## config.mk

```make
export PLATFORM = sky130hd
export DESIGN_NAME = calc_top
export DESIGN_NICKNAME = d
export VERILOG_FILES = /design/src/calc_types_pkg.sv /design/src/calc_fsm_pkg.sv /design/src/add_sub_unit.sv /design/src/seq_multiplier.sv /design/src/calc_controller.sv /design/src/calc_top.sv
export SDC_FILE = /design/constraint.sdc
export NUM_CORES = 1
export LEC_CHECK = 0
export BUFFER_PORTS_ARGS = -buffer_cell sky130_fd_sc_hd__buf_4
export CAP_MARGIN = 20
export CORE_ASPECT_RATIO = 0.9
export CORE_MARGIN = 2
export CORE_UTILIZATION = 65
export CTS_CLUSTER_DIAMETER = 150
export CTS_CLUSTER_SIZE = 40
export DETAILED_ROUTE_END_ITERATION = 16
export MAX_ROUTING_LAYER = met4
export PLACE_DENSITY = 0.95
export SYNTH_ARGS = -nofsm -noshare
export SYNTH_HDL_FRONTEND = slang
export SYNTH_SLANG_ARGS = --single-unit
```

## constraint.sdc

```tcl
create_clock -name clk -period 5.5 [get_ports clk]
set_input_delay 0.55 -clock clk [delete_from_list [all_inputs] [get_ports clk]]
set_output_delay 0.55 -clock clk [all_outputs]
set_load 0.03 [all_outputs]
```

## src/calc_types_pkg.sv

```systemverilog
package calc_types_pkg;

    // Datapath widths
    localparam int data_w  = 16;              // Operands, results and display
    localparam int digit_w = 4;               // One keypad digit

    // One-hot operator codes as driven by the keypad
    localparam logic [2:0] op_add = 3'b001;
    localparam logic [2:0] op_sub = 3'b010;
    localparam logic [2:0] op_mul = 3'b100;

    // Scale factor applied to an operand before each new digit
    localparam logic [data_w-1:0] radix = data_w'(10);

    // One multiplier iteration per bit of the multiplier operand
    localparam int mul_steps = data_w;

endpackage

```

## src/calc_fsm_pkg.sv

```systemverilog
package calc_fsm_pkg;

    // Controller states
    // Digit entry loops through shift_op, wait_shift and add_digit
    // The final operation runs through exec and wait_exec
    typedef enum logic [2:0] {
        idle_first  = 3'd0,                   // Waiting for first operand keys
        shift_op    = 3'd1,                   // Start operand times ten
        wait_shift  = 3'd2,                   // Wait for the multiplier
        add_digit   = 3'd3,                   // Fold in the pending digit
        idle_second = 3'd4,                   // Waiting for second operand keys
        exec        = 3'd5,                   // Start the selected unit
        wait_exec   = 3'd6,                   // Wait for the unit to finish
        show        = 3'd7                    // Result on display
    } ctrl_state_t;

endpackage

```

## src/add_sub_unit.sv

```systemverilog
module add_sub_unit (
    input  logic                              clk,
    input  logic                              nRST,
    input  logic [calc_types_pkg::data_w-1:0] alu_a,
    input  logic [calc_types_pkg::data_w-1:0] alu_b,
    input  logic                              alu_sub,     // High selects a minus b
    input  logic                              alu_start,
    output logic [calc_types_pkg::data_w-1:0] alu_out,
    output logic                              alu_finish
);

    logic [calc_types_pkg::data_w-1:0] sum_next;

    // Wraps modulo 2^16 in both directions
    assign sum_next = alu_sub ? (alu_a - alu_b) : (alu_a + alu_b);

    // Result register, held until the next start
    always_ff @(posedge clk) begin
        if (alu_start) begin
            alu_out <= sum_next;
        end
    end

    // Finish follows start by exactly one cycle
    always_ff @(posedge clk or negedge nRST) begin
        if (!nRST) begin
            alu_finish <= 1'b0;
        end else begin
            alu_finish <= alu_start;
        end
    end

endmodule

```

## src/seq_multiplier.sv

```systemverilog
module seq_multiplier (
    input  logic                              clk,
    input  logic                              nRST,
    input  logic [calc_types_pkg::data_w-1:0] mul_a,
    input  logic [calc_types_pkg::data_w-1:0] mul_b,
    input  logic                              mul_start,
    output logic [calc_types_pkg::data_w-1:0] mul_out,
    output logic                              mul_finish
);

    logic [calc_types_pkg::data_w-1:0] mcand;                // Shifted left each step
    logic [calc_types_pkg::data_w-1:0] mplier;               // Shifted right each step
    logic [calc_types_pkg::data_w-1:0] acc;                  // Partial product, low half

    logic [$clog2(calc_types_pkg::mul_steps + 1)-1:0] step_cnt;
    logic                                            running;
    logic                                            last_step;

    assign last_step = running && (step_cnt == $bits(step_cnt)'(1));

    // Accumulator is the product once finish is seen
    assign mul_out = acc;

    // Datapath, one bit of the multiplier per cycle
    always_ff @(posedge clk) begin
        if (mul_start) begin
            mcand  <= mul_a;
            mplier <= mul_b;
            acc    <= '0;
        end else if (running) begin
            if (mplier[0]) begin
                acc <= acc + mcand;                          // Upper bits drop off
            end
            mcand  <= mcand << 1;
            mplier <= mplier >> 1;
        end
    end

    // Step counter and run flag
    always_ff @(posedge clk or negedge nRST) begin
        if (!nRST) begin
            running    <= 1'b0;
            step_cnt   <= '0;
            mul_finish <= 1'b0;
        end else begin
            mul_finish <= 1'b0;
            if (mul_start) begin
                running  <= 1'b1;
                step_cnt <= $bits(step_cnt)'(calc_types_pkg::mul_steps);
            end else if (running) begin
                step_cnt <= step_cnt - 1'b1;
                if (last_step) begin
                    running    <= 1'b0;                      // Back to idle
                    mul_finish <= 1'b1;                      // Lines up with final add
                end
            end
        end
    end

endmodule

```

## src/calc_controller.sv

```systemverilog
module calc_controller (
    input  logic                               clk,
    input  logic                               nRST,

    // Keypad strobes
    input  logic [calc_types_pkg::digit_w-1:0] keypad_input,
    input  logic                               read_input,
    input  logic [2:0]                         operator_input,
    input  logic                               equal_input,

    // Status and display
    output logic                               busy,
    output logic                               complete,
    output logic [calc_types_pkg::data_w-1:0]  display_output,

    // Add/subtract unit
    output logic [calc_types_pkg::data_w-1:0]  alu_a,
    output logic [calc_types_pkg::data_w-1:0]  alu_b,
    output logic                               alu_sub,
    output logic                               alu_start,
    input  logic [calc_types_pkg::data_w-1:0]  alu_out,
    input  logic                               alu_finish,

    // Shared multiplier
    output logic [calc_types_pkg::data_w-1:0]  mul_a,
    output logic [calc_types_pkg::data_w-1:0]  mul_b,
    output logic                               mul_start,
    input  logic [calc_types_pkg::data_w-1:0]  mul_out,
    input  logic                               mul_finish
);

    calc_fsm_pkg::ctrl_state_t state;

    logic [calc_types_pkg::data_w-1:0]  operand_one;
    logic [calc_types_pkg::data_w-1:0]  operand_two;
    logic                               entry_sel;          // High while building operand two
    logic [2:0]                         op_reg;
    logic [calc_types_pkg::digit_w-1:0] digit_reg;
    logic                               fresh;              // Next digit restarts operand one

    logic [calc_types_pkg::data_w-1:0]  key_ext;
    logic [calc_types_pkg::data_w-1:0]  entry_operand;
    logic [calc_types_pkg::data_w-1:0]  result_value;
    logic                               digit_key;
    logic                               op_key;
    logic                               is_mul;
    logic                               unit_finish;

    assign key_ext = {{(calc_types_pkg::data_w - calc_types_pkg::digit_w){1'b0}}, keypad_input};

    // Only decimal digits and one-hot operators count as key presses
    assign digit_key = read_input && (key_ext < calc_types_pkg::radix);
    assign op_key    = (operator_input == calc_types_pkg::op_add) ||
                       (operator_input == calc_types_pkg::op_sub) ||
                       (operator_input == calc_types_pkg::op_mul);

    assign is_mul        = (op_reg == calc_types_pkg::op_mul);
    assign entry_operand = entry_sel ? operand_two : operand_one;
    assign result_value  = is_mul ? mul_out : alu_out;
    assign unit_finish   = is_mul ? mul_finish : alu_finish;

    assign busy = !((state == calc_fsm_pkg::idle_first)  ||
                    (state == calc_fsm_pkg::idle_second) ||
                    (state == calc_fsm_pkg::show));

    // Unit strobes are decoded from the state, operands come straight from registers
    assign alu_a     = operand_one;
    assign alu_b     = operand_two;
    assign alu_sub   = (op_reg == calc_types_pkg::op_sub);
    assign alu_start = (state == calc_fsm_pkg::exec) && !is_mul;

    assign mul_a     = (state == calc_fsm_pkg::exec) ? operand_one : entry_operand;
    assign mul_b     = (state == calc_fsm_pkg::exec) ? operand_two : calc_types_pkg::radix;
    assign mul_start = (state == calc_fsm_pkg::shift_op) ||
                       ((state == calc_fsm_pkg::exec) && is_mul);

    // Pending digit, consumed in add_digit
    always_ff @(posedge clk) begin
        if (!busy && digit_key) begin
            digit_reg <= keypad_input;
        end
    end

    always_ff @(posedge clk or negedge nRST) begin
        if (!nRST) begin
            state          <= calc_fsm_pkg::idle_first;
            operand_one    <= '0;
            operand_two    <= '0;
            entry_sel      <= 1'b0;
            op_reg         <= calc_types_pkg::op_add;
            fresh          <= 1'b0;
            complete       <= 1'b0;
            display_output <= '0;
        end else begin
            complete <= 1'b0;                                // One-cycle pulse

            case (state)
                // Show behaves like idle_first with the result already in operand one
                calc_fsm_pkg::idle_first,
                calc_fsm_pkg::show: begin
                    if (digit_key) begin
                        entry_sel <= 1'b0;
                        fresh     <= 1'b0;
                        if (fresh) begin
                            operand_one <= '0;               // New calculation
                        end
                        state <= calc_fsm_pkg::shift_op;
                    end else if (op_key) begin
                        op_reg      <= operator_input;       // Chains on operand one
                        operand_two <= '0;
                        fresh       <= 1'b0;
                        state       <= calc_fsm_pkg::idle_second;
                    end else begin
                        state <= calc_fsm_pkg::idle_first;   // Equal is ignored here
                    end
                end

                calc_fsm_pkg::shift_op: begin
                    state <= calc_fsm_pkg::wait_shift;
                end

                calc_fsm_pkg::wait_shift: begin
                    if (mul_finish) begin
                        state <= calc_fsm_pkg::add_digit;
                    end
                end

                calc_fsm_pkg::add_digit: begin
                    if (entry_sel) begin
                        operand_two <= mul_out + {{(calc_types_pkg::data_w -
                                       calc_types_pkg::digit_w){1'b0}}, digit_reg};
                        state       <= calc_fsm_pkg::idle_second;
                    end else begin
                        operand_one <= mul_out + {{(calc_types_pkg::data_w -
                                       calc_types_pkg::digit_w){1'b0}}, digit_reg};
                        state       <= calc_fsm_pkg::idle_first;
                    end
                end

                // A second operator here is ignored
                calc_fsm_pkg::idle_second: begin
                    if (digit_key) begin
                        entry_sel <= 1'b1;
                        state     <= calc_fsm_pkg::shift_op;
                    end else if (equal_input) begin
                        state <= calc_fsm_pkg::exec;
                    end
                end

                calc_fsm_pkg::exec: begin
                    state <= calc_fsm_pkg::wait_exec;
                end

                calc_fsm_pkg::wait_exec: begin
                    if (unit_finish) begin
                        display_output <= result_value;
                        operand_one    <= result_value;      // Ready for chaining
                        complete       <= 1'b1;
                        fresh          <= 1'b1;
                        state          <= calc_fsm_pkg::show;
                    end
                end

                default: begin
                    state <= calc_fsm_pkg::idle_first;
                end
            endcase
        end
    end

endmodule

```

## src/calc_top.sv

```systemverilog
module calc_top (
    input  logic                               clk,
    input  logic                               nRST,
    input  logic [calc_types_pkg::digit_w-1:0] keypad_input,
    input  logic                               read_input,
    input  logic [2:0]                         operator_input,
    input  logic                               equal_input,
    output logic                               busy,
    output logic                               complete,
    output logic [calc_types_pkg::data_w-1:0]  display_output
);

    logic [calc_types_pkg::data_w-1:0] alu_a;
    logic [calc_types_pkg::data_w-1:0] alu_b;
    logic                              alu_sub;
    logic                              alu_start;
    logic [calc_types_pkg::data_w-1:0] alu_out;
    logic                              alu_finish;

    logic [calc_types_pkg::data_w-1:0] mul_a;
    logic [calc_types_pkg::data_w-1:0] mul_b;
    logic                              mul_start;
    logic [calc_types_pkg::data_w-1:0] mul_out;
    logic                              mul_finish;

    calc_controller ctrl_i (
        .clk            (clk),
        .nRST           (nRST),
        .keypad_input   (keypad_input),
        .read_input     (read_input),
        .operator_input (operator_input),
        .equal_input    (equal_input),
        .busy           (busy),
        .complete       (complete),
        .display_output (display_output),
        .alu_a          (alu_a),
        .alu_b          (alu_b),
        .alu_sub        (alu_sub),
        .alu_start      (alu_start),
        .alu_out        (alu_out),
        .alu_finish     (alu_finish),
        .mul_a          (mul_a),
        .mul_b          (mul_b),
        .mul_start      (mul_start),
        .mul_out        (mul_out),
        .mul_finish     (mul_finish)
    );

    add_sub_unit alu_i (
        .clk        (clk),
        .nRST       (nRST),
        .alu_a      (alu_a),
        .alu_b      (alu_b),
        .alu_sub    (alu_sub),
        .alu_start  (alu_start),
        .alu_out    (alu_out),
        .alu_finish (alu_finish)
    );

    // Shared by digit entry and the multiply operation
    seq_multiplier mul_i (
        .clk        (clk),
        .nRST       (nRST),
        .mul_a      (mul_a),
        .mul_b      (mul_b),
        .mul_start  (mul_start),
        .mul_out    (mul_out),
        .mul_finish (mul_finish)
    );

endmodule

```

-- Yosys cells after proc, flatten, opt, wreduce, memory -nomap -nowiden
Index checks and enable logic that the tools add are counted.
- register bits after elaboration: 133
- bits of input ports: 11
- output and inout port bits: 18
- word-level logic and storage cells: 119
- add/subtract/negate cells: 5
- $lt $le $gt $ge: 1
- equality and inequality tests: 24
- mux-type cells: 44
- bitwise operators: 1
- reductions and logical operators: 27
- operator list (kind ; count):
    16-bit two-way mux ; 16
    16-bit case mux with 3 select lines ; 1
    16-bit adder ; 2
    16-bit case mux with 2 select lines ; 1
    3-bit two-way mux ; 7
    3-bit case mux with 7 select lines ; 1
    3-bit == test (second input constant) ; 6
    16-bit by 4-bit adder with 16-bit output ; 1
    16-bit subtractor ; 1
    1-bit two-way mux ; 14
    2-bit by 1-bit inequality test with 1-bit output (second input constant) ; 7
    3-bit by 2-bit == test with 1-bit output (second input constant) ; 4
    3-bit AND reduction ; 4
    5-bit two-way mux ; 2
    2-bit nonzero test ; 4
    3-bit by 1-bit == test with 1-bit output (second input constant) ; 2
    5-bit by 1-bit == test with 1-bit output (second input constant) ; 1
    1-bit logical AND ; 5
    1-bit logical OR ; 5
    5-bit AND reduction ; 1
    5-bit by 1-bit subtractor with 5-bit output (second input constant) ; 1
    4-bit less-than comparator (second input constant) ; 1
    2-bit inequality test (second input constant) ; 2
    1-bit case mux with 2 select lines ; 2
    other kinds (9) ; 11

-- Depth between registers and ports, before layout
Gate-level depths: netlist (run 1).
- depth after elaboration: 6
- depth in mapped cells: 14
- gate-level depth less buffers: 14

-- By module
A second synthesis (run 1) with hierarchy kept.
- cell total of the unflattened synthesis: 785
- area total of the unflattened synthesis: 8142.8 um^2
- by module, submodules not included (module ; instances ; cells an instance ; area an instance (um^2) ; sequential area each (um^2)):
    calc_controller ; 1 ; 369 ; 3682.3 ; 1547.7
    seq_multiplier ; 1 ; 263 ; 2965.3 ; 1456.4
    add_sub_unit ; 1 ; 153 ; 1495.2 ; 505.5

-- Worst setup path after synthesis (run 1)
Ideal clock, no wire load.
- path type: flip-flop to flip-flop
- start: reg ctrl_i.op_reg[0]
- end: reg alu_i.alu_out[15] (netlist name) (data pin)
- setup time: 260 ps
- arrival time: 2698 ps
- data required time: 5240 ps
- setup slack: 2542 ps
- stages on the path, launching flop included: 15
- path buffers: 1
- period minus slack after synthesis: 2958 ps
- cells stage by stage: dfstp_2 > nor2_1 > and2_1 > clkbuf_1 > nor2_1 > xnor2_1 > ha_1 > a21o_1 > a21oi_1 > o21ai_1 > nor3b_1 > o41ai_2 > o21ai_0 > a21oi_1 > xnor2_1
- cells in the longest elaborated chain, start to end: 2
- RTL lines (what ; RTL line ; source):
    from (decl) ; calc_controller.sv:37 ; logic [2:0] op_reg;
    from (signal assigned) ; calc_controller.sv:90 ; op_reg <= calc_types_pkg::op_add;
    from (signal assigned) ; calc_controller.sv:109 ; op_reg <= operator_input;
    3-bit by 2-bit == test with 1-bit output ; calc_controller.sv:69 ; assign alu_sub = (op_reg == calc_types_pkg::op_sub);
    16-bit two-way mux ; add_sub_unit.sv:15 ; assign sum_next = alu_sub ? (alu_a - alu_b) : (alu_a + alu_b);
    named net alu_i.sum_next, one bit ; add_sub_unit.sv:12 ; logic [calc_types_pkg::data_w-1:0] sum_next;
    to (signal assigned) ; add_sub_unit.sv:20 ; alu_out <= sum_next;
    to (decl) ; add_sub_unit.sv:8 ; output logic [calc_types_pkg::data_w-1:0] alu_out,
The timed path passes the listed nets, and every way through them passes these cells.
A chain may end at the register's enable or synchronous reset.

-- Worst setup path after layout (run 1)
Same ends and word-level chain as after synthesis.

==> results by group, run 1 <==
Status
  – Outcome: complete, no violations

Layout
  – Most common cell after layout, fill and taps aside: nand2_1
  – Net count, final: 842
  – Finished Core Util: 75.0%
  – Antenna cells: 0
  – Area grow syn2layout: 12.6%
  – Cell area after layout: 0.00854 mm2
  – Share of layout cells above drive strength 1: 10.6%
  – Leading cell types in the layout, fill and taps excluded: 86 x nand2_1, 78 x nor2_1, 71 x a21oi_1

Floorplan
  – FP Rows: 37
  – IO Count: 29
  – Die width: 118 um
  – Die area: 0.0126 mm2
  – Initial Utilization: 66.6%
  – Die height: 106 um
  – Core box area: 0.0114 mm2

Run
  – Max-cap viol count: 0

CTS
  – H-tree levels: 4
  – TritonCTS clock tree: yes
  – CTS root buf: clkbuf_16
  – Clk_lat worst skew: 0.43 ns
  – Max clock buf depth: 2
  – CTS clk-pin slew, worst paths: 0.06 ns
  – Hold_buf cts: 0
  – CTS resizes: 0
  – TritonCTS Buffers: 17
  – Post-CTS setup repair buffer count: 0
  – Clock Sink Count: 133

Synthesis
  – Seq/Total Area, Yosys: 46.3%
  – Synth warnings: 0
  – Syn avg cell area: 9.79 um2
  – Post-synth cell types: 60
  – Post-synthesis cell area: 0.00759 mm2
  – Most used DFF post-synth: dfrtp_1
  – #FFs+latches synth: 133
  – Cells after Synth: 775
  – Mapped Nets: 826
  – Number of synthesized flops with an enable pin: 52
  – Async SR Flop Fraction: 48.9%

Critical path
  – Critical path cell sequence: nor2_1 > nand2_2 > o21ai_0 > inv_1 > ha_1 > nor2b_1 > o21ai_0 > o21ai_1 > nor3b_1 > o41ai_2 > o21ai_0 > a21oi_1 > xnor2_1
  – Critical path's top delay family: compound AO/OA/AOI/OAI gates
  – Cell mode on critical path: o21ai_0
  – R2R cell count: 13
  – Setup crit start kind: flip-flop
  – CP Buf/Inv Count: 1
  – Crit. End Element: flip-flop
  – Max incr delay on CP: 0.43 ns
  – RR Endpoint: alu_i.alu_out[15]$_DFFE_PP_
  – R2r setup slk: 2.03 ns
  – Slowest library cell on the worst path: o41ai_2
  – Required time of the critical path: 5.67 ns
  – Reg2reg start: ctrl_i.op_reg[0]$_DFFE_PN1P_
  – CP arrival: 3.65 ns
  – Crit path max fanout: 10
  – Critical setup path kind: reg2reg

STA
  – Part of the cycle the worst path needs: 63.2%
  – Fin. Hold Viols: 0
  – Setup-failing EPs final: 0
  – Worst-Margin Slew: 1.05 ns
  – Max Freq: 0.288 GHz
  – Min cycle time layout: 3.47 ns
  – Final Skew: 0.00766 ns
  – Slew Limit Fails: 0
  – Relative slew slack: 30.3%
  – Unrepaired setup endpoints after global routing: false
  – Setup_tns: 0 ns

Routing
  – # DRC: 0
  – 1st-iter DRT viols: 802
  – WL/cell: 20.6 um
  – Routed WL: 19.8 mm
  – Post-route ant nets: 0
  – Via count: 6,227
  – Routed vias/inst: 6.49
  – Length of the first detailed-routing pass in iterations: 5

Global route
  – Total GRT Usage: 32.8%
  – First-pass GRT wire length: 31.0 mm
  – Grt total ovfl: 0
  – Antenna violations before repair: 0
  – Largest net degree at the start of global routing: 66
  – Vias in the first global route: 5,972

Place
  – Final HPWL DP: 13.4 mm
  – Final Wtd Congestion: 0.923
  – Port bufs: 28
  – Placed inst area: 0.00787 mm2

Min path
  – Hold/Removal Path Class: in2async
stage by stage:
| step | std cells | setup WS (ns) | hold slack (ns) |
|---|---|---|---|
| finish | 960 | 2.03 | 0.213 |
| global route | 960 | 1.78 | 0.296 |
| CTS | 958 | 2.06 | 0.244 |
| detailed placement | 926 | 2.17 | 0.489 |
| global placement | 926 | 2.34 | 0.485 |
| floorplan | 775 | 2.54 | 0.254 |
cells in the mapped netlist, types with 3 or more instances:
cell | count | area share (%)
a211oi_1 | 4 | 0.40
a21o_1 | 12 | 1.2
a21oi_1 | 71 | 4.7
a221oi_1 | 3 | 0.35
a22o_1 | 13 | 1.5
a31oi_1 | 3 | 0.25
and2_1 | 7 | 0.58
and3_1 | 4 | 0.33
buf_2 | 12 | 0.79
clkbuf_1 | 23 | 1.1
dfrtp_1 | 64 | 21
dfxtp_1 | 16 | 4.2
edfxtp_1 | 52 | 21
fa_1 | 3 | 0.79
ha_1 | 37 | 6.1
inv_1 | 20 | 0.99
mux2_2 | 3 | 0.45
mux2i_1 | 30 | 4.0
nand2_1 | 86 | 4.3
nand2b_1 | 7 | 0.58
nand3_1 | 13 | 0.86
nand4_1 | 5 | 0.41
nor2_1 | 78 | 3.9
nor2b_1 | 8 | 0.66
nor3_1 | 12 | 0.79
o211ai_1 | 5 | 0.49
o21a_1 | 13 | 1.3
o21ai_0 | 57 | 3.8
o21ai_1 | 3 | 0.20
o221ai_1 | 7 | 0.81
o31ai_1 | 9 | 0.89
o41ai_1 | 3 | 0.35
o41ai_2 | 3 | 0.64
xnor2_1 | 35 | 4.0
xor2_1 | 26 | 3.0
kinds of logic (layout without fill, tap and decap cells):
kind of cell / count (synthesis) / after routing / synth area share (%)
AO/OA/AOI/OAI: 217 / 217 / 18.3
flip-flops: 133 / 133 / 46.3
multiplexers: 33 / 33 / 4.40
adder cells (fa/ha/maj): 40 / 40 / 6.89
XOR/XNOR: 61 / 61 / 7.04
AND/OR/NAND/NOR: 233 / 233 / 13.8
buffers and inverters: 58 / 87 / 3.30
final cells by class:
| type | instances | area, um2 |
|---|---|---|
| Sequential cell | 133 | 3510 |
| Multi-Input combinational cell | 584 | 3840 |
| Timing Repair Buffer | 35 | 290 |
| Clock inverter | 9 | 148 |
| Fill cell | 744 | 2850 |
| Inverter | 20 | 75.1 |
| Tap cell | 156 | 195 |
| Clock buffer | 23 | 488 |
worst max path at each step:
| stage | depth (start not counted) | end | slack (ns) | startpoint |
|---|---|---|---|---|
| 6_report | 13 | alu_i.alu_out[15]$_DFFE_PP_ | 2.03 | ctrl_i.op_reg[0]$_DFFE_PN1P_ |
| 5_1_grt | 13 | alu_i.alu_out[15]$_DFFE_PP_ | 1.78 | ctrl_i.op_reg[2]$_DFFE_PN0P_ |
| 4_1_cts | 13 | alu_i.alu_out[15]$_DFFE_PP_ | 2.06 | ctrl_i.op_reg[0]$_DFFE_PN1P_ |
| 3_5_place_dp | 13 | alu_i.alu_out[15]$_DFFE_PP_ | 2.17 | ctrl_i.op_reg[0]$_DFFE_PN1P_ |
| 3_3_place_gp | 13 | alu_i.alu_out[15]$_DFFE_PP_ | 2.34 | ctrl_i.op_reg[0]$_DFFE_PN1P_ |
| 2_1_floorplan | 14 | alu_i.alu_out[15]$_DFFE_PP_ | 2.54 | ctrl_i.op_reg[0]$_DFFE_PN1P_ |
layer usage:
layer | share of wire, % | global-route usage [%]
met1 | 42 | 43.7
met2 | 47 | 49.8
met3 | 9.9 | 7.67
met4 | 1.6 | 11.3
met5 | 0 | -
worst register-to-register path: cells and delay by family, from the launching register on:
kind | cells | cell delay, ns
adder cells (fa/ha/maj) | 1 | 0.29
XOR/XNOR | 1 | 0.09
AO/OA/AOI/OAI | 6 | 1.65
buffers and inverters | 1 | 0.10
AND/OR/NAND/NOR | 4 | 0.70
flip-flops | 1 | 0.39
Power of run 1 is left out: the tool's default activity adds up to more than one toggle a clock period on the data nets, which glitch-free logic cannot reach.
==> inputs of run 2 (changes only) <==
- CORE_UTILIZATION: 65 -> 62
- PLACE_DENSITY: 0.95 -> 0.92
- clock period: 5.5 -> 3.4 ns (I/O delays scaled with it)
==> results by group, run 2 (synthesis gave the netlist of run 1 again) <==
Routing
  – Via count: 6,271
  – Routed WL: 20.6 mm
  – Routed vias/inst: 6.44
  – WL/cell: 21.1 um
  – Length of the first detailed-routing pass in iterations: 5
  – 1st-iter DRT viols: 694
  – # DRC: 0
  – Post-route ant nets: 0

Global route
  – First-pass GRT wire length: 32.4 mm
  – Grt total ovfl: 0
  – Total GRT Usage: 33.6%
  – Largest net degree at the start of global routing: 66
  – Antenna violations before repair: 0
  – Vias in the first global route: 6,103

Place
  – Port bufs: 28
  – Final Wtd Congestion: 1.01
  – DP Worst Slack: 0.180 ns
  – Final HPWL DP: 13.1 mm

Floorplan
  – Core box area: 0.0120 mm2
  – FP Rows: 38
  – IO Count: 29
  – Initial Utilization: 63.3%
  – Die height: 109 um
  – Die area: 0.0131 mm2
  – Die width: 121 um

Critical path
  – CP Buf/Inv Count: 0
  – Crit path max fanout: 5
  – Crit. End Element: flip-flop
  – Critical path's top delay family: compound AO/OA/AOI/OAI gates
  – Slowest library cell on the worst path: or4_4
  – CP arrival: 3.47 ns
  – Critical path cell sequence: or4_4 > o41ai_2 > xor2_1 > ha_1 > nand2_1 > o21ai_1 > o41ai_2 > o21ai_1 > a21oi_2 > xnor2_1
  – Critical setup path kind: reg2reg
  – Required time of the critical path: 3.56 ns
  – Setup crit start kind: flip-flop
  – Max incr delay on CP: 0.61 ns

CTS
  – Clk_lat worst skew: 0.43 ns
  – TritonCTS Buffers: 17
  – CTS root buf: clkbuf_16
  – H-tree levels: 4
  – Clock Sink Count: 133
  – CTS clk-pin slew, worst paths: 0.06 ns
  – Max clock buf depth: 2
  – TritonCTS clock tree: yes

STA
  – Fin. Hold Viols: 0
  – Setup-failing EPs final: 0
  – PnR worst setup slack: 0.0851 ns
  – Slew Limit Fails: 0
  – Min cycle time layout: 3.31 ns
  – Final Hold Slack: 0.0201 ns
  – Final Skew: 0.00929 ns
  – Part of the cycle the worst path needs: 97.5%
  – Relative slew slack: 34.2%
  – Worst-Margin Slew: 0.987 ns
  – Max Freq: 0.302 GHz

Min path
  – Hold/Removal Path Class: in2async

Layout
  – Most common cell after layout, fill and taps aside: nand2_1
  – Area grow syn2layout: 13.0%
  – Net count, final: 852
  – Finished Core Util: 71.6%
  – Fill cell instance count of the final layout: 765
  – Leading cell types in the layout, fill and taps excluded: 86 x nand2_1, 78 x nor2_1, 69 x a21oi_1
  – Share of layout cells above drive strength 1: 12.3%
  – Antenna cells: 0

Run
  – Max-cap viol count: 0

Status
  – Outcome: complete, no violations
-- run 2: path summary, 6_finish.rpt --
| path | from | endpoint | slack (ns) | cells past startpoint |
|---|---|---|---|---|
| max | ctrl_i.alu_b[6]$_DFFE_PN0P_ | alu_i.alu_out[15]$_DFFE_PP_ | 0.09 | 10 |
| min | nRST | ctrl_i.display_output[2]$_DFFE_PN0P_ | 0.02 | 1 |
| max reg2reg | ctrl_i.alu_b[6]$_DFFE_PN0P_ | alu_i.alu_out[15]$_DFFE_PP_ | 0.09 | 10 |
| min reg2reg | ctrl_i.display_output[13]$_DFFE_PN0P_ | ctrl_i.display_output[13]$_DFFE_PN0P_ | 0.54 | 2 |
| max in group asynchronous | nRST | ctrl_i.alu_a[8]$_DFFE_PN0P_ | 2.82 | 1 |
| min in group clk | keypad_input[0] | ctrl_i.digit_reg[0]$_DFFE_PP_ | 0.10 | 1 |
-- run 2: per-layer routing --
| layer | up-vias | share of wire, % | routed length (um) | track usage [%] |
|---|---|---|---|---|
| met5 | - | 0 | 0 | - |
| met4 | 0 | 3.4 | 694 | 13.0 |
| met1 | 2983 | 41 | 8390 | 44.1 |
| met2 | 380 | 45 | 9210 | 49.6 |
| met3 | 75 | 11 | 2270 | 10.1 |
| li1 | 2833 | - | - | - |
-- run 2: area by class of cell --
class	count	area, um2	share of cell area (%)
multi-input combinational	584	3870	45.1
sequential	133	3510	40.9
clock buffer	24	513	5.98
timing repair buffer	45	338	3.94
tap	160	200	2.34
inverter	20	75.1	0.876
clock inverter	8	71.3	0.832
-- run 2: metrics by stage --
stage / TNS, ns / cells / area, um2
2_1_floorplan: 0 / 775 / 7590
5_1_grt: -0.0529 / 974 / 8570
3_3_place_gp: 0 / 939 / 7940
6_report: 0 / 974 / 8570
3_5_place_dp: 0 / 939 / 7940
4_1_cts: 0 / 971 / 8520
-- run 2: timing repair --
action / 4_1_cts / 5_1_grt
hold buffers: 0 / 0
endpoints found under the hold margin: 0 / 0
cloned: 0 / 0
endpoints found under the setup margin: 1 / 3
pin swaps: 0 / 2
setup buffers: 0 / 3
gates resized for setup: 2 / 9
Power of run 2 is left out for the same reason.
